`config.mk`:
```
export PLATFORM = sky130hd
export DESIGN_NAME = liic_dn_link
export DESIGN_NICKNAME = d
export VERILOG_FILES = /design/src/source/liic_pkg.sv /design/src/source/liic_event_if.sv /design/src/source/liic_link_monitor.sv /design/src/source/liic_ll_adapter.sv /design/src/source/liic_csr.sv /design/src/source/liic_dn_link.sv
export VERILOG_INCLUDE_DIRS = /design/src /design/src/include
export SDC_FILE = /design/constraint.sdc
export NUM_CORES = 1
export LEC_CHECK = 0
export BUFFER_PORTS_ARGS = -buffer_cell sky130_fd_sc_hd__buf_2
export CAP_MARGIN = 10
export CORE_MARGIN = 5
export CORE_UTILIZATION = 57
export CTS_BUF_LIST = sky130_fd_sc_hd__clkbuf_4 sky130_fd_sc_hd__clkbuf_8 sky130_fd_sc_hd__clkbuf_16
export DETAILED_ROUTE_END_ITERATION = 10
export PLACE_DENSITY = 0.8
export SLEW_MARGIN = 15
export SYNTH_ARGS = -nofsm -noshare
export SYNTH_HDL_FRONTEND = slang
export SYNTH_HIERARCHICAL = 1
export SYNTH_SLANG_ARGS = --single-unit
```
`constraint.sdc`:
```
create_clock -name clk -period 2.4 [get_ports clk]
set_input_delay 0.48 -clock clk [delete_from_list [all_inputs] [get_ports clk]]
set_output_delay 0.48 -clock clk [all_outputs]
set_load 0.05 [all_outputs]
```
`src/include/liic_cfg.svh`:
```
// sizes and timing constants of the downstream link
// include wherever a width, the reset pulse shape or the sync depth is needed

`ifndef LIIC_CFG_SVH
`define LIIC_CFG_SVH

// stream and control/status widths
`define LIIC_ST_WIDTH       8       // user and link stream word
`define LIIC_CS_WIDTH       16      // control/status data bus
`define LIIC_CNT_WIDTH      16      // traffic counters, saturating

// link layer reset while link is down
`define LIIC_RST_LENGTH     4       // pulse high time in cycles
`define LIIC_RST_PERIOD     32      // pulse repetition in cycles

// linkup input synchronizer
`define LIIC_SYNC_STAGES    3       // flops in the chain

`endif

```
`src/source/liic_pkg.sv`:
```
// common types of the downstream link
// modules refer to them by scoped name, sizes come from the config header

`include "liic_cfg.svh"

package liic_pkg;

    // stream data word, same width on user and link side
    typedef logic [`LIIC_ST_WIDTH - 1 : 0]  st_word_t;

    // control/status data word
    typedef logic [`LIIC_CS_WIDTH - 1 : 0]  cs_word_t;

    // traffic counter
    typedef logic [`LIIC_CNT_WIDTH - 1 : 0] cnt_t;

    // control/status register address
    typedef logic [3 : 0]                   cs_addr_t;

    // register map
    typedef enum cs_addr_t {
        CSR_STATUS   = 4'd0,    // bit 0 is linkup
        CSR_IN_RCVD  = 4'd1,    // link inbound words accepted
        CSR_IN_LOST  = 4'd2,    // inbound packets dropped
        CSR_OUT_SENT = 4'd3,    // link outbound words delivered
        CSR_OUT_LOST = 4'd4     // user packets dropped
    } csr_reg_e;

endpackage: liic_pkg

```
`src/source/liic_event_if.sv`:
```
// per-cycle traffic events from the stream adapter to the register block
// every strobe is high for one cycle per event, no handshake

interface liic_event_if;

    logic   in_rcvd;    // link inbound word accepted
    logic   in_lost;    // inbound packet dropped, on its eop
    logic   out_sent;   // link outbound word delivered
    logic   out_lost;   // user packet dropped, on its eop

    // event source side
    modport adapter (
        output in_rcvd,
        output in_lost,
        output out_sent,
        output out_lost
    );

    // counting side
    modport csr (
        input  in_rcvd,
        input  in_lost,
        input  out_sent,
        input  out_lost
    );

endinterface: liic_event_if

```
`src/source/liic_link_monitor.sv`:
```
// brings the link layer linkup into the clock domain and drives
// periodic link layer reset pulses for as long as the link is down

`include "liic_cfg.svh"

module liic_link_monitor (
    input  logic    rst,
    input  logic    clk,
    input  logic    ll_linkup,  // async, straight from the link layer
    output logic    linkup,     // synchronized
    output logic    ll_reset    // reset pulses to the link layer
);
    localparam int unsigned SYNC_N = `LIIC_SYNC_STAGES;
    localparam int unsigned CNT_W  = $clog2(`LIIC_RST_PERIOD);

    logic [SYNC_N - 1 : 0]  sync_ff;    // synchronizer chain
    logic [CNT_W - 1 : 0]   period_cnt; // position inside reset period
    logic                   period_end;

    // shift linkup in at the low end
    always_ff @(posedge clk) begin
        if (rst) begin
            sync_ff <= '0;                                  // link assumed down
        end else begin
            sync_ff <= {sync_ff[SYNC_N - 2 : 0], ll_linkup};
        end
    end

    assign linkup = sync_ff[SYNC_N - 1];                    // last stage only

    assign period_end = (period_cnt == CNT_W'(`LIIC_RST_PERIOD - 1));

    // runs only while down, parked at zero once up
    always_ff @(posedge clk) begin
        if (rst) begin
            period_cnt <= '0;                               // first pulse at once
        end else if (linkup) begin
            period_cnt <= '0;
        end else if (period_end) begin
            period_cnt <= '0;                               // wrap, next pulse
        end else begin
            period_cnt <= period_cnt + 1'b1;
        end
    end

    // head of every period
    assign ll_reset = ~linkup & (period_cnt < CNT_W'(`LIIC_RST_LENGTH));

    // the link is never reset while it reports up
    a_no_reset_when_up: assert property (@(posedge clk) disable iff (rst)
        linkup |-> !ll_reset);

    // losing the link restarts the pulse train without delay
    a_pulse_on_loss: assert property (@(posedge clk) disable iff (rst)
        $fell(linkup) |-> ll_reset);

endmodule: liic_link_monitor

```
`src/source/liic_ll_adapter.sv`:
```
// joins one user stream pair to one link layer stream pair
// adds sop towards the link, strips it towards the user, drops packets begun while down

module liic_ll_adapter (
    input  logic                rst,
    input  logic                clk,
    input  logic                linkup,

    // user side, into the link
    input  liic_pkg::st_word_t  usr_i_dat,
    input  logic                usr_i_val,
    input  logic                usr_i_eop,
    output logic                usr_i_rdy,

    // link outbound
    output liic_pkg::st_word_t  ll_o_dat,
    output logic                ll_o_val,
    output logic                ll_o_sop,
    output logic                ll_o_eop,
    input  logic                ll_o_rdy,

    // link inbound
    input  liic_pkg::st_word_t  ll_i_dat,
    input  logic                ll_i_val,
    input  logic                ll_i_sop,
    input  logic                ll_i_eop,
    output logic                ll_i_rdy,

    // user side, out of the link
    output liic_pkg::st_word_t  usr_o_dat,
    output logic                usr_o_val,
    output logic                usr_o_eop,
    input  logic                usr_o_rdy,

    liic_event_if.adapter       ev
);
    // outbound path state
    logic   o_full;         // output register holds a word
    logic   o_first;        // next user word opens a packet
    logic   o_drop_q;       // current user packet is being dropped
    logic   o_drop;
    logic   usr_acc;
    logic   o_load;

    // inbound path state
    logic   i_full;
    logic   i_drop_q;       // current link packet is being dropped
    logic   i_drop;
    logic   ll_acc;
    logic   i_load;

    // outbound, linkup sampled on the packet's first word
    assign o_drop    = o_first ? ~linkup : o_drop_q;
    assign usr_i_rdy = o_drop | ~o_full | ll_o_rdy;         // drop sink or free slot
    assign usr_acc   = usr_i_val & usr_i_rdy;
    assign o_load    = usr_acc & ~o_drop;

    always_ff @(posedge clk) begin
        if (rst) begin
            o_full   <= 1'b0;
            o_first  <= 1'b1;                               // sop on first word
            o_drop_q <= 1'b0;
        end else begin
            o_full <= o_load | (o_full & ~ll_o_rdy);        // hold under back-pressure
            if (usr_acc) begin
                o_first  <= usr_i_eop;                      // eop opens next packet
                o_drop_q <= o_drop;
            end
        end
    end

    always_ff @(posedge clk) begin
        if (o_load) begin
            ll_o_dat <= usr_i_dat;
            ll_o_sop <= o_first;
            ll_o_eop <= usr_i_eop;
        end
    end

    assign ll_o_val = o_full;

    // inbound, link supplies sop itself
    assign i_drop   = ll_i_sop ? ~linkup : i_drop_q;
    assign ll_i_rdy = i_drop | ~i_full | usr_o_rdy;
    assign ll_acc   = ll_i_val & ll_i_rdy;
    assign i_load   = ll_acc & ~i_drop;

    always_ff @(posedge clk) begin
        if (rst) begin
            i_full   <= 1'b0;
            i_drop_q <= 1'b0;
        end else begin
            i_full <= i_load | (i_full & ~usr_o_rdy);
            if (ll_acc) begin
                i_drop_q <= i_drop;                         // carried to eop
            end
        end
    end

    always_ff @(posedge clk) begin
        if (i_load) begin
            usr_o_dat <= ll_i_dat;                          // sop dropped here
            usr_o_eop <= ll_i_eop;
        end
    end

    assign usr_o_val = i_full;

    // traffic events, counted one edge later
    assign ev.in_rcvd  = ll_acc;                            // dropped words too
    assign ev.in_lost  = ll_acc & i_drop & ll_i_eop;
    assign ev.out_sent = ll_o_val & ll_o_rdy;
    assign ev.out_lost = usr_acc & o_drop & usr_i_eop;

    // a stalled outbound word stays put until the link takes it
    a_o_hold: assert property (@(posedge clk) disable iff (rst)
        ll_o_val && !ll_o_rdy |=> ll_o_val && $stable({ll_o_dat, ll_o_sop, ll_o_eop}));

endmodule: liic_ll_adapter

```
`src/source/liic_csr.sv`:
```
// control/status registers of the downstream link
// status word plus four saturating traffic counters, reads answer one cycle later

module liic_csr (
    input  logic                rst,
    input  logic                clk,
    input  logic                linkup,
    liic_event_if.csr           ev,

    // control/status bus
    input  liic_pkg::cs_addr_t  cs_addr,
    input  logic                cs_wreq,
    input  liic_pkg::cs_word_t  cs_wdat,
    input  logic                cs_rreq,
    output liic_pkg::cs_word_t  cs_rdat,
    output logic                cs_rval
);
    localparam int unsigned N_CNT = 4;

    liic_pkg::cnt_t         cnt [N_CNT];    // index is address minus one
    logic [N_CNT - 1 : 0]   ev_hit;

    // same order as the register map
    assign ev_hit = {ev.out_lost, ev.out_sent, ev.in_lost, ev.in_rcvd};

    // counters, a write clears and beats an event
    always_ff @(posedge clk) begin
        if (rst) begin
            for (int i = 0; i < N_CNT; i++) begin
                cnt[i] <= '0;
            end
        end else begin
            for (int i = 0; i < N_CNT; i++) begin
                if (cs_wreq && (cs_addr == liic_pkg::cs_addr_t'(i + 1))) begin
                    cnt[i] <= '0;                           // data ignored
                end else if (ev_hit[i] && (cnt[i] != '1)) begin
                    cnt[i] <= cnt[i] + 1'b1;                // sticks at all ones
                end
            end
        end
    end

    always_ff @(posedge clk) begin
        if (rst) begin
            cs_rval <= 1'b0;
        end else begin
            cs_rval <= cs_rreq;                             // fixed latency of one
        end
    end

    // read data sampled with the request
    always_ff @(posedge clk) begin
        if (cs_rreq) begin
            case (cs_addr)
                liic_pkg::CSR_STATUS:   cs_rdat <= liic_pkg::cs_word_t'(linkup);
                liic_pkg::CSR_IN_RCVD:  cs_rdat <= liic_pkg::cs_word_t'(cnt[0]);
                liic_pkg::CSR_IN_LOST:  cs_rdat <= liic_pkg::cs_word_t'(cnt[1]);
                liic_pkg::CSR_OUT_SENT: cs_rdat <= liic_pkg::cs_word_t'(cnt[2]);
                liic_pkg::CSR_OUT_LOST: cs_rdat <= liic_pkg::cs_word_t'(cnt[3]);
                default:                cs_rdat <= '0;      // unused address
            endcase
        end
    end

    // every read request is answered on the next cycle and only then
    a_rval_latency: assert property (@(posedge clk) disable iff (rst)
        cs_rval == $past(cs_rreq));

    // the bus master drives a defined address and data with each write
    a_wreq_known: assert property (@(posedge clk) disable iff (rst)
        cs_wreq |-> !$isunknown({cs_addr, cs_wdat}));

endmodule: liic_csr

```
`src/source/liic_dn_link.sv`:
```
// downstream end of the link independent interconnect
// one user stream pair over the link low priority channel, with status registers

module liic_dn_link (
    input  logic                rst,
    input  logic                clk,

    // control/status bus
    input  liic_pkg::cs_addr_t  cs_addr,
    input  logic                cs_wreq,
    input  liic_pkg::cs_word_t  cs_wdat,
    input  logic                cs_rreq,
    output liic_pkg::cs_word_t  cs_rdat,
    output logic                cs_rval,

    // user stream into the link
    input  liic_pkg::st_word_t  st_i_dat,
    input  logic                st_i_val,
    input  logic                st_i_eop,
    output logic                st_i_rdy,

    // user stream out of the link
    output liic_pkg::st_word_t  st_o_dat,
    output logic                st_o_val,
    output logic                st_o_eop,
    input  logic                st_o_rdy,

    // link layer control
    input  logic                ll_linkup,  // async
    output logic                ll_reset,

    // link layer low priority inbound
    input  liic_pkg::st_word_t  lllp_i_dat,
    input  logic                lllp_i_val,
    input  logic                lllp_i_sop,
    input  logic                lllp_i_eop,
    output logic                lllp_i_rdy,

    // link layer low priority outbound
    output liic_pkg::st_word_t  lllp_o_dat,
    output logic                lllp_o_val,
    output logic                lllp_o_sop,
    output logic                lllp_o_eop,
    input  logic                lllp_o_rdy
);
    logic           linkup;                                 // synchronized state
    liic_event_if   events ();                              // adapter to csr

    liic_link_monitor the_liic_link_monitor (
        .rst        (rst),
        .clk        (clk),
        .ll_linkup  (ll_linkup),
        .linkup     (linkup),
        .ll_reset   (ll_reset)
    );

    liic_ll_adapter the_liic_ll_adapter (
        .rst        (rst),
        .clk        (clk),
        .linkup     (linkup),
        .usr_i_dat  (st_i_dat),     // user in goes out on the link
        .usr_i_val  (st_i_val),
        .usr_i_eop  (st_i_eop),
        .usr_i_rdy  (st_i_rdy),
        .ll_o_dat   (lllp_o_dat),
        .ll_o_val   (lllp_o_val),
        .ll_o_sop   (lllp_o_sop),
        .ll_o_eop   (lllp_o_eop),
        .ll_o_rdy   (lllp_o_rdy),
        .ll_i_dat   (lllp_i_dat),   // link in goes out to the user
        .ll_i_val   (lllp_i_val),
        .ll_i_sop   (lllp_i_sop),
        .ll_i_eop   (lllp_i_eop),
        .ll_i_rdy   (lllp_i_rdy),
        .usr_o_dat  (st_o_dat),
        .usr_o_val  (st_o_val),
        .usr_o_eop  (st_o_eop),
        .usr_o_rdy  (st_o_rdy),
        .ev         (events)
    );

    liic_csr the_liic_csr (
        .rst        (rst),
        .clk        (clk),
        .linkup     (linkup),
        .ev         (events),
        .cs_addr    (cs_addr),
        .cs_wreq    (cs_wreq),
        .cs_wdat    (cs_wdat),
        .cs_rreq    (cs_rreq),
        .cs_rdat    (cs_rdat),
        .cs_rval    (cs_rval)
    );

endmodule: liic_dn_link

```
* Word level (Yosys, flattened, before mapping)
Memories as Yosys holds them, arrays and structs flattened.
Index checks and enable logic that the tools add are counted.
** Word-level totals
- Memories :: 1
- Input bits :: 48
- Logic and storage cells :: 114
- Output and inout port bits :: 41
- RAM bits :: 64
- Flip-flop bits (word level) :: 49
** Memory list
- the_liic_csr.cnt :: words 4, bits a word 16, rd ports 4, clocked after memory_dff 0, write ports 4, RTL line liic_csr.sv:20 : liic_pkg::cnt_t cnt [N_CNT];
** Cells by class
- Bitwise logic cells :: 33
- Equality and inequality tests :: 9
- Multiplexer cells :: 41
- $lt $le $gt $ge :: 1
- Reduce and logical (&&, ||, !) cells :: 10
- $add $sub $neg :: 5
** Operators by type and width (number)
- 16-bit two-way mux :: 8
- 16-bit case mux with 5 select lines :: 1
- 16-bit by 1-bit adder with 16-bit output (second input constant) :: 4
- 16-bit inequality test (second input constant) :: 4
- 1-bit two-way mux :: 32
- 1-bit bitwise OR :: 14
- 1-bit bitwise AND :: 12
- 4-bit by 2-bit equality test with 1-bit output (second input constant) :: 2
- 1-bit logical AND :: 8
- 1-bit NOT :: 7
- 5-bit by 1-bit adder with 5-bit output (second input constant) :: 1
- 5-bit equality test (second input constant) :: 1
- 5-bit by 3-bit < comparator with 1-bit output (second input constant) :: 1
- 4-bit by 1-bit equality test with 1-bit output (second input constant) :: 1
- 4-bit by 3-bit equality test with 1-bit output (second input constant) :: 1
- 4-bit logical NOT :: 1
- 3-bit OR reduction :: 1

* Depth between registers and ports, before layout
Gate-level depths: netlist of the first run.
- Depth in word-level cells :: 13
- Gate-level depth with buffers :: 6
- Mapped depth without buffers :: 5

* By module
The synthesis of the first run kept the hierarchy.
** Modules (own cells, without submodules)
- liic_csr :: times used 1, area an instance 4381.7 µm², sequential area each 2422.3 µm², cells an instance 400
- liic_ll_adapter :: times used 1, area an instance 869.6 µm², sequential area each 670.6 µm², cells an instance 61
- liic_link_monitor :: times used 1, area an instance 299.0 µm², sequential area each 160.2 µm², cells an instance 25

* Worst setup path after synthesis of the first run
OpenSTA, ideal clock, no wires.
- Path kind :: register -> output
- From :: register the_liic_link_monitor.period_cnt[2]
- To :: output ll_reset
- Cell stages (with the launch flop) :: 2
- Buffers on the path :: 0
- Required time :: 1.920 ns
- Arrival time :: 1.881 ns
- Path slack :: 0.039 ns
- Cell sequence :: dfxtp_1 > nor4_1
** On the way
- Word-level cells in the longest chain between the ends :: 2
** RTL lines
- from (decl) :: RTL line liic_link_monitor.sv:17 : logic [CNT_W - 1 : 0] period_cnt;
- from (signal assigned) :: RTL line liic_link_monitor.sv:42 : period_cnt <= period_cnt + 1'b1;
- 5-bit by 3-bit < comparator with 1-bit output :: RTL line liic_link_monitor.sv:47 : assign ll_reset = ~linkup & (period_cnt < CNT_W'(`LIIC_RST_LENGTH));
- 1-bit bitwise AND :: RTL line liic_link_monitor.sv:47
- to (decl) :: RTL line liic_dn_link.sv:30 : output logic ll_reset,
No other way between the ends.

* Worst setup path after layout of the first run
- From :: register the_liic_link_monitor.sync_ff[2]
- To :: output st_i_rdy
** On the way
- Word-level cells in the longest chain between the ends :: 4
** RTL lines
- from (decl) :: RTL line liic_link_monitor.sv:16 : logic [SYNC_N - 1 : 0] sync_ff;
- from (signal assigned) :: RTL line liic_link_monitor.sv:25 : sync_ff <= {sync_ff[SYNC_N - 2 : 0], ll_linkup};
- 1-bit NOT :: RTL line liic_ll_adapter.sv:53 : assign o_drop = o_first ? ~linkup : o_drop_q;
- 1-bit two-way mux :: RTL line liic_ll_adapter.sv:53
- 1-bit bitwise OR (2 in series) :: RTL line liic_ll_adapter.sv:54 : assign usr_i_rdy = o_drop | ~o_full | ll_o_rdy;
- to (decl) :: RTL line liic_dn_link.sv:20 : output logic st_i_rdy,
No other way between the ends.

==> results of run 1 <==
## final cells by class
| cell class | count | area (um2) | share of cell area |
|---|---|---|---|
| sequential | 113 | 3250 | 0.486 |
| tap | 133 | 166 | 0.0249 |
| clock inverter | 12 | 165 | 0.0247 |
| timing repair buffer | 87 | 473 | 0.0706 |
| multi-input combinational | 341 | 2140 | 0.320 |
| inverter | 15 | 56.3 | 0.00841 |
| clock buffer | 20 | 437 | 0.0652 |
## state kept, by name, summed over array words and instances (netlist names), 3 cells and up
name / cells
the_liic_csr/cnt: 64
the_liic_ll_adapter/ll_o_dat: 8
the_liic_link_monitor/period_cnt: 5
the_liic_ll_adapter/usr_o_dat: 8
the_liic_link_monitor/sync_ff: 3
the_liic_csr/cs_rdat: 16
## through the flow
step	area, um2	worst slack, ps	std cells
after floorplan	5550	39.1	486
after global placement	6090	262	689
after detailed placement	6090	221	689
after CTS	6700	234	721
after global routing	6700	188	721
final	6700	262	721
## layout by cell type (no fill, tap or decap), types with 16 or more instances in the layout
cell type                    n
sky130_fd_sc_hd__xor2_1     27
sky130_fd_sc_hd__nand2_1    52
sky130_fd_sc_hd__edfxtp_1   99
sky130_fd_sc_hd__a21oi_1    18
sky130_fd_sc_hd__nand3_1    21
sky130_fd_sc_hd__nor2_1     66
sky130_fd_sc_hd__clkbuf_16  16
sky130_fd_sc_hd__xnor2_1    22
sky130_fd_sc_hd__buf_2      72
sky130_fd_sc_hd__nand4_1    20
## logic make-up after synthesis
group,share of synthesized area
xor gates and xnor gates,0.0773
buffers and inverters,0.0275
muxes,0.00451
AOI/OAI and AO/OA,0.0823
DFF,0.586
adders and majority gates,0.0135
and+or+nand+nor,0.209
## path summary, 6_finish.rpt
| path | slack (ps) | startpoint | cells past startpoint | endpoint |
|---|---|---|---|---|
| worst max-delay path | 260 | the_liic_link_monitor/sync_ff[2] | 4 | st_i_rdy |
| worst min-delay path | 140 | st_i_dat[5] | 1 | the_liic_ll_adapter/ll_o_dat[5] |
| worst max register to register | 390 | the_liic_csr/cnt[3][3] | 5 | the_liic_csr/cnt[3][2] |
| worst min register to register | 440 | the_liic_link_monitor/sync_ff[1] | 1 | the_liic_link_monitor/sync_ff[2] |
## routing by layer
metal | vias up | wire [um] | global-route usage
met2 | 216 | 6150 | 0.375
met3 | 18 | 1150 | 0.0734
met5 | - | 0 | 0
met4 | 0 | 216 | 0.0784
met1 | 2005 | 5260 | 0.289
li1 | 1979 | - | -
## power by group
group          internal, mW  switching, mW  leakage [nW]
clock network          1.70          0.829         0.290
logic                 0.133          0.289          1.11
registers              2.26          0.110          1.14
total                  4.10           1.23          2.53
## cells in the mapped netlist (2+ instances only)
library cell | number | share of area
sky130_fd_sc_hd__nor2b_1 | 3 | 0.0034
sky130_fd_sc_hd__clkbuf_1 | 10 | 0.0068
sky130_fd_sc_hd__nand4_1 | 20 | 0.023
sky130_fd_sc_hd__nor4b_2 | 4 | 0.011
sky130_fd_sc_hd__or3_1 | 9 | 0.010
sky130_fd_sc_hd__a21oi_1 | 18 | 0.016
sky130_fd_sc_hd__and4_1 | 9 | 0.014
sky130_fd_sc_hd__xor2_1 | 27 | 0.043
sky130_fd_sc_hd__buf_2 | 2 | 0.0018
sky130_fd_sc_hd__o31ai_1 | 2 | 0.0027
sky130_fd_sc_hd__edfxtp_1 | 99 | 0.54
sky130_fd_sc_hd__o211ai_2 | 2 | 0.0045
sky130_fd_sc_hd__inv_1 | 15 | 0.010
sky130_fd_sc_hd__nand2_1 | 52 | 0.035
sky130_fd_sc_hd__nor2_1 | 66 | 0.045
sky130_fd_sc_hd__a222oi_1 | 15 | 0.027
sky130_fd_sc_hd__dfxtp_1 | 14 | 0.050
sky130_fd_sc_hd__buf_4 | 2 | 0.0027
sky130_fd_sc_hd__and2b_1 | 2 | 0.0027
sky130_fd_sc_hd__and2_1 | 9 | 0.010
sky130_fd_sc_hd__nor4_1 | 7 | 0.0079
sky130_fd_sc_hd__and3_1 | 6 | 0.0068
sky130_fd_sc_hd__ha_1 | 6 | 0.014
sky130_fd_sc_hd__nor3_1 | 6 | 0.0054
sky130_fd_sc_hd__o21ai_0 | 13 | 0.012
sky130_fd_sc_hd__nand3_1 | 21 | 0.019
sky130_fd_sc_hd__or2_2 | 3 | 0.0034
sky130_fd_sc_hd__buf_6 | 3 | 0.0061
sky130_fd_sc_hd__xnor2_1 | 22 | 0.035
==> impl_results.html, run 1 <==
<table>
<tr><th>Metric</th><th>Value</th></tr>
<tr><th colspan="2">Floorplan</th></tr>
<tr><td>Die height</td><td>roughly 110 um</td></tr>
<tr><td>DIE AREA</td><td>11,800 um2</td></tr>
<tr><td>Initial standard-cell utilization of the core</td><td>0.576</td></tr>
<tr><td>Area inside the core boundary</td><td>9640 um2</td></tr>
<tr><td>Count of pins on the block boundary</td><td>89</td></tr>
<tr><td>Placement Rows</td><td>36</td></tr>
<tr><td>Width of the chip</td><td>109 um</td></tr>
<tr><th colspan="2">Final layout</th></tr>
<tr><td>Number of nets at the end of the flow</td><td>629</td></tr>
<tr><td>Fill cell count</td><td>between 700 and 800</td></tr>
<tr><td>Final core area utilization</td><td>0.695</td></tr>
<tr><td>Ratio of cells with drive above 1 in the final layout</td><td>0.226</td></tr>
<tr><td>Area Overhead vs Synth</td><td>20.6%</td></tr>
<tr><td>Ant. Diodes</td><td>0</td></tr>
<tr><th colspan="2">Setup path</th></tr>
<tr><td>Number of buffer and inverter instances along the worst setup path</td><td>1</td></tr>
<tr><td>Startpoint class of the critical path</td><td>flop</td></tr>
<tr><td>Critical Setup Path Class</td><td>flop to output pin</td></tr>
<tr><td>Critical path data required time</td><td>approximately 1900 ps</td></tr>
<tr><td>Data arrival time of the worst path</td><td>approximately 1700 ps</td></tr>
<tr><td>Type of element capturing the critical path</td><td>output pin</td></tr>
<tr><td>Delay of the slowest cell on the worst path</td><td>340 ps</td></tr>
<tr><td>Dominant delay contributor by cell family on the critical path</td><td>simple AND/OR/NAND/NOR gates</td></tr>
<tr><td>CP max-delay cell</td><td>sky130_fd_sc_hd__dfxtp_1</td></tr>
<tr><td>Critical path peak fanout</td><td>3</td></tr>
<tr><td>Critical path cell sequence</td><td>and2_1 -&gt; or2_2 -&gt; nand2_1 -&gt; buf_2</td></tr>
<tr><th colspan="2">Min path</th></tr>
<tr><td>Path class of the lowest-slack min-delay path</td><td>input pin to flop</td></tr>
<tr><th colspan="2">Clocking</th></tr>
<tr><td>Deepest level of the CTS H-tree</td><td>4</td></tr>
<tr><td>Post-CTS setup buffer count</td><td>0</td></tr>
<tr><td>Number of clock buffers inserted by TritonCTS</td><td>17</td></tr>
<tr><td>CTS sink cnt</td><td>113</td></tr>
<tr><td>Number of buffers on the longest clock path</td><td>2</td></tr>
<tr><td>CTS tree</td><td>yes</td></tr>
<tr><td>Number of buffers added to fix hold violations after cts</td><td>0</td></tr>
<tr><td>Worst skew pair latency</td><td>520 ps</td></tr>
<tr><td>Count of instances resized after the clock tree is built</td><td>0</td></tr>
<tr><td>CTS root buffer</td><td>sky130_fd_sc_hd__clkbuf_8</td></tr>
<tr><td>Clock transition time at the flip-flop clock pins of the worst setup and hold paths</td><td>50 ps</td></tr>
<tr><th colspan="2">Global routing</th></tr>
<tr><td>Maximum number of pins on one net before global-route repair</td><td>19</td></tr>
<tr><td>Antenna violations before repair</td><td>0</td></tr>
<tr><td>Total congestion overflow</td><td>0</td></tr>
<tr><td>Via count of the first global-routing pass</td><td>4,132</td></tr>
<tr><td>Global-route wire length before repair</td><td>20,600 um</td></tr>
<tr><td>Gr usage total</td><td>0.229</td></tr>
<tr><th colspan="2">Yosys</th></tr>
<tr><td>Post-synthesis async set-or-reset flop share</td><td>0</td></tr>
<tr><td>Synth Cell Area</td><td>5550 um2</td></tr>
<tr><td>Post-synthesis sequential area ratio</td><td>0.586</td></tr>
<tr><td>Post-synth cell types</td><td>48</td></tr>
<tr><td>Most used flip-flop cell after synthesis</td><td>sky130_fd_sc_hd__edfxtp_1</td></tr>
<tr><td>Number of synthesized flops with an enable pin</td><td>99</td></tr>
<tr><td>Post-Synthesis Mean Instance Area</td><td>between 10 and 15 um2</td></tr>
<tr><td>Yosys reg bits</td><td>113</td></tr>
<tr><td>Post-Synthesis Net Count</td><td>540</td></tr>
<tr><td>Cells after synthesis</td><td>486</td></tr>
<tr><td>Yosys warns</td><td>6</td></tr>
<tr><th colspan="2">Detailed routing</th></tr>
<tr><td>Remaining antenna violation count</td><td>0</td></tr>
<tr><td>Routed wirelength normalized by instance count</td><td>17.7 um</td></tr>
<tr><td>Vias per std cell</td><td>slightly below 6</td></tr>
<tr><td>DRC violation total after the first TritonRoute iteration</td><td>617</td></tr>
<tr><td>Vias</td><td>4,218</td></tr>
<tr><td># DRC</td><td>0</td></tr>
<tr><td>Final routed wirelength across all metal layers</td><td>12,800 um</td></tr>
<tr><td>Pre-Repair DR Iteration Count</td><td>6</td></tr>
<tr><th colspan="2">Timing</th></tr>
<tr><td>Post-Route Setup TNS</td><td>0 ps</td></tr>
<tr><td>Worst max-slew margin expressed relative to the limit</td><td>0.530</td></tr>
<tr><td>RSZ-0062 raised after global routing</td><td>false</td></tr>
<tr><td>Final Hold Violating Endpoints</td><td>0</td></tr>
<tr><td>Fraction of the cycle the final worst path needs</td><td>0.891</td></tr>
<tr><td>Slew of the pin with the lowest slew margin</td><td>705 ps</td></tr>
<tr><td>Clock skew after layout</td><td>~15 ps</td></tr>
<tr><td>Setup violation total in the final timing report</td><td>0</td></tr>
<tr><td>Final hold slack</td><td>141 ps</td></tr>
<tr><td>Pins over their slew limit</td><td>0</td></tr>
<tr><td>Time the final worst path needs with I/O delays and setup</td><td>2140 ps</td></tr>
<tr><td>Maximum operating frequency</td><td>about 470 MHz</td></tr>
<tr><th colspan="2">Pwr</th></tr>
<tr><td>Cell Pwr Density</td><td>796 nW/um2</td></tr>
<tr><td>Leakage power</td><td>2.53 nW</td></tr>
<tr><td>Total power</td><td>5.33 mW</td></tr>
<tr><td>Max rail drop VDD</td><td>~500 uV</td></tr>
<tr><th colspan="2">Outcome</th></tr>
<tr><td>Status</td><td>finished, final reports clean</td></tr>
<tr><th colspan="2">Placed design</th></tr>
<tr><td>Final GP Congestion</td><td>0.856</td></tr>
<tr><td>Total half-perimeter wirelength after legalization and detailed placement</td><td>approximately 9000 um</td></tr>
<tr><td>Count of buffers from port buffering</td><td>72</td></tr>
<tr><th colspan="2">Flow run</th></tr>
<tr><td># Max-Cap Violations</td><td>0</td></tr>
</table>
(Power assumes the default switching activity.)
==> run 2: changes to the inputs <==
--- a/config.mk
+++ b/config.mk
@@ -6,13 +6,14 @@
 export SDC_FILE = /design/constraint.sdc
 export NUM_CORES = 1
 export LEC_CHECK = 0
-export BUFFER_PORTS_ARGS = -buffer_cell sky130_fd_sc_hd__buf_2
+export BUFFER_PORTS_ARGS = -buffer_cell sky130_fd_sc_hd__buf_4
 export CAP_MARGIN = 10
 export CORE_MARGIN = 5
 export CORE_UTILIZATION = 57
 export CTS_BUF_LIST = sky130_fd_sc_hd__clkbuf_4 sky130_fd_sc_hd__clkbuf_8 sky130_fd_sc_hd__clkbuf_16
 export DETAILED_ROUTE_END_ITERATION = 10
 export PLACE_DENSITY = 0.8
+export SKIP_LAST_GASP = 1
 export SLEW_MARGIN = 15
 export SYNTH_ARGS = -nofsm -noshare
 export SYNTH_HDL_FRONTEND = slang
==> impl_results.html, run 2 (synthesis gave the netlist of run 1 again) <==
<table>
<tr><th>Metric</th><th>Value</th></tr>
<tr><th colspan="2">Timing</th></tr>
<tr><td>Final Hold Violating Endpoints</td><td>0</td></tr>
<tr><td>Maximum operating frequency</td><td>484 MHz</td></tr>
<tr><td>Slew of the pin with the lowest slew margin</td><td>just over 700 ps</td></tr>
<tr><td>Post-Route Setup TNS</td><td>0 ps</td></tr>
<tr><td>Final hold slack</td><td>142 ps</td></tr>
<tr><td>Pins over their slew limit</td><td>0</td></tr>
<tr><td>Time the final worst path needs with I/O delays and setup</td><td>2070 ps</td></tr>
<tr><td>RSZ-0062 raised after global routing</td><td>false</td></tr>
<tr><td>Fraction of the cycle the final worst path needs</td><td>0.861</td></tr>
<tr><td>Setup violation total in the final timing report</td><td>0</td></tr>
<tr><td>Clock skew after layout</td><td>9.37 ps</td></tr>
<tr><td>Worst max-slew margin expressed relative to the limit</td><td>0.516</td></tr>
<tr><th colspan="2">Placed design</th></tr>
<tr><td>Cell count after placement</td><td>690</td></tr>
<tr><td>Count of buffers from port buffering</td><td>72</td></tr>
<tr><td>Final GP Congestion</td><td>0.824</td></tr>
<tr><td>Total half-perimeter wirelength after legalization and detailed placement</td><td>9310 um</td></tr>
<tr><th colspan="2">Detailed routing</th></tr>
<tr><td>Vias per std cell</td><td>6.05</td></tr>
<tr><td>DRC violation total after the first TritonRoute iteration</td><td>494</td></tr>
<tr><td>Vias</td><td>4,369</td></tr>
<tr><td>Routed wirelength normalized by instance count</td><td>18.6 um</td></tr>
<tr><td>Final routed wirelength across all metal layers</td><td>13,400 um</td></tr>
<tr><td>Remaining antenna violation count</td><td>0</td></tr>
<tr><td># DRC</td><td>0</td></tr>
<tr><td>Pre-Repair DR Iteration Count</td><td>7</td></tr>
<tr><th colspan="2">Setup path</th></tr>
<tr><td>Startpoint class of the critical path</td><td>flop</td></tr>
<tr><td>Critical path data required time</td><td>around 1900 ps</td></tr>
<tr><td>Critical path peak fanout</td><td>5</td></tr>
<tr><td>Critical Setup Path Class</td><td>flop to output pin</td></tr>
<tr><td>Data arrival time of the worst path</td><td>1590 ps</td></tr>
<tr><td>Type of element capturing the critical path</td><td>output pin</td></tr>
<tr><th colspan="2">Pwr</th></tr>
<tr><td>Leakage power</td><td>2.61 nW</td></tr>
<tr><td>Max rail drop VDD</td><td>473 uV</td></tr>
<tr><td>Cell Pwr Density</td><td>a little under 800 nW/um2</td></tr>
<tr><th colspan="2">Clocking</th></tr>
<tr><td>CTS root buffer</td><td>sky130_fd_sc_hd__clkbuf_8</td></tr>
<tr><td>Clock transition time at the flip-flop clock pins of the worst setup and hold paths</td><td>approximately 60 ps</td></tr>
<tr><td>Number of buffers added to fix hold violations after cts</td><td>0</td></tr>
<tr><td>Post-CTS setup buffer count</td><td>0</td></tr>
<tr><td>Number of buffers on the longest clock path</td><td>2</td></tr>
<tr><td>Number of clock buffers inserted by TritonCTS</td><td>17</td></tr>
<tr><td>Worst skew pair latency</td><td>520 ps</td></tr>
<tr><td>CTS sink cnt</td><td>113</td></tr>
<tr><td>CTS tree</td><td>yes</td></tr>
<tr><td>Deepest level of the CTS H-tree</td><td>4</td></tr>
<tr><td>Count of instances resized after the clock tree is built</td><td>0</td></tr>
<tr><th colspan="2">Floorplan</th></tr>
<tr><td>DIE AREA</td><td>between 10,000 and 15,000 um2</td></tr>
<tr><td>Die height</td><td>109 um</td></tr>
<tr><td>Width of the chip</td><td>between 100 and 150 um</td></tr>
<tr><td>Count of pins on the block boundary</td><td>just under 90</td></tr>
<tr><td>Area inside the core boundary</td><td>9640 um2</td></tr>
<tr><td>Placement Rows</td><td>36</td></tr>
<tr><td>Initial standard-cell utilization of the core</td><td>0.576</td></tr>
<tr><th colspan="2">Outcome</th></tr>
<tr><td>Status</td><td>finished, final reports clean</td></tr>
<tr><th colspan="2">Global routing</th></tr>
<tr><td>Via count of the first global-routing pass</td><td>4,167</td></tr>
<tr><td>Global-route wire length before repair</td><td>20,800 um</td></tr>
<tr><td>Gr usage total</td><td>0.234</td></tr>
<tr><td>Antenna violations before repair</td><td>0</td></tr>
<tr><td>Maximum number of pins on one net before global-route repair</td><td>19</td></tr>
<tr><td>Total congestion overflow</td><td>0</td></tr>
<tr><th colspan="2">Final layout</th></tr>
<tr><td>Most common library cell in the layout ignoring fill and taps</td><td>sky130_fd_sc_hd__edfxtp_1</td></tr>
<tr><td>Number of nets at the end of the flow</td><td>630</td></tr>
<tr><td>Ratio of cells with drive above 1 in the final layout</td><td>0.224</td></tr>
<tr><td>Commonest non-fill, non-tap cells in the layout</td><td>sky130_fd_sc_hd__edfxtp_1, sky130_fd_sc_hd__buf_4, sky130_fd_sc_hd__nor2_1</td></tr>
<tr><td>Registers with the highest flip-flop counts</td><td>the_liic_csr/cnt (64), the_liic_csr/cs_rdat (16)</td></tr>
<tr><td>Area Overhead vs Synth</td><td>24.3%</td></tr>
<tr><td>Ant. Diodes</td><td>0</td></tr>
<tr><td>Non-filler instance count after layout</td><td>722</td></tr>
<tr><td>Top register by number of flip-flops</td><td>the_liic_csr/cnt</td></tr>
<tr><td>Max reg flops</td><td>64</td></tr>
<tr><th colspan="2">Flow run</th></tr>
<tr><td># Max-Cap Violations</td><td>0</td></tr>
<tr><th colspan="2">Min path</th></tr>
<tr><td>Path class of the lowest-slack min-delay path</td><td>input pin to flop</td></tr>
</table>
## run 2: changes by cell type in the layout (fill, tap and decap cells not counted), sizes merged
cell	delta
clkbuf	-2
clkinvlp	-1
buf	+1
clkinv	+3
## run 2: critical path, stage by stage, from the launching register on
cell and delay [ps]:
sky130_fd_sc_hd__dfxtp_1 340, sky130_fd_sc_hd__and2_1 170, sky130_fd_sc_hd__or2_2 310, sky130_fd_sc_hd__nand2_1 70, sky130_fd_sc_hd__buf_4 190
## run 2: layer usage
metal / up-vias / share of wire / track usage
met3: 33 / 0.092 / 0.0568
met4: 0 / 0.030 / 0.108
met5: - / 0 / 0
li1: 1978 / - / -
met1: 2117 / 0.38 / 0.278
met2: 241 / 0.50 / 0.401
## run 2: worst paths after layout
kind | to | slack (ps) | from | depth (start not counted)
setup / recovery | st_i_rdy | 330 | the_liic_ll_adapter/o_first | 4
hold / removal | the_liic_ll_adapter/usr_o_dat[4] | 140 | lllp_i_dat[4] | 1
setup reg to reg | the_liic_csr/cnt[2][7] | 430 | the_liic_csr/cnt[2][0] | 6
hold reg to reg | the_liic_link_monitor/sync_ff[2] | 440 | the_liic_link_monitor/sync_ff[1] | 1
## run 2: power by group
group | internal, mW | switching [mW]
registers | 2.26 | 0.113
logic | 0.171 | 0.292
clock network | 1.67 | 0.837
## run 2: stage by stage
step | area (um2) | util | power [mW] | setup WS (ps)
6_report | 6900 | 0.716 | 5.35 | 333
5_1_grt | 6900 | 0.716 | 5.52 | 256
4_1_cts | 6900 | 0.716 | 5.37 | 305
3_5_place_dp | 6310 | 0.654 | 2.87 | 272
3_3_place_gp | 6310 | 0.654 | 2.85 | 311
2_1_floorplan | 5550 | - | 2.66 | 39.1
## run 2: final cells by class
type	count	area (um2)
repair buffers	88	686
inverters	15	56.3
clock buffers	18	422
clock inverters	14	170
multi-input cells	341	2140
flip-flops and latches	113	3250
well taps	133	166
fillers	657	2740
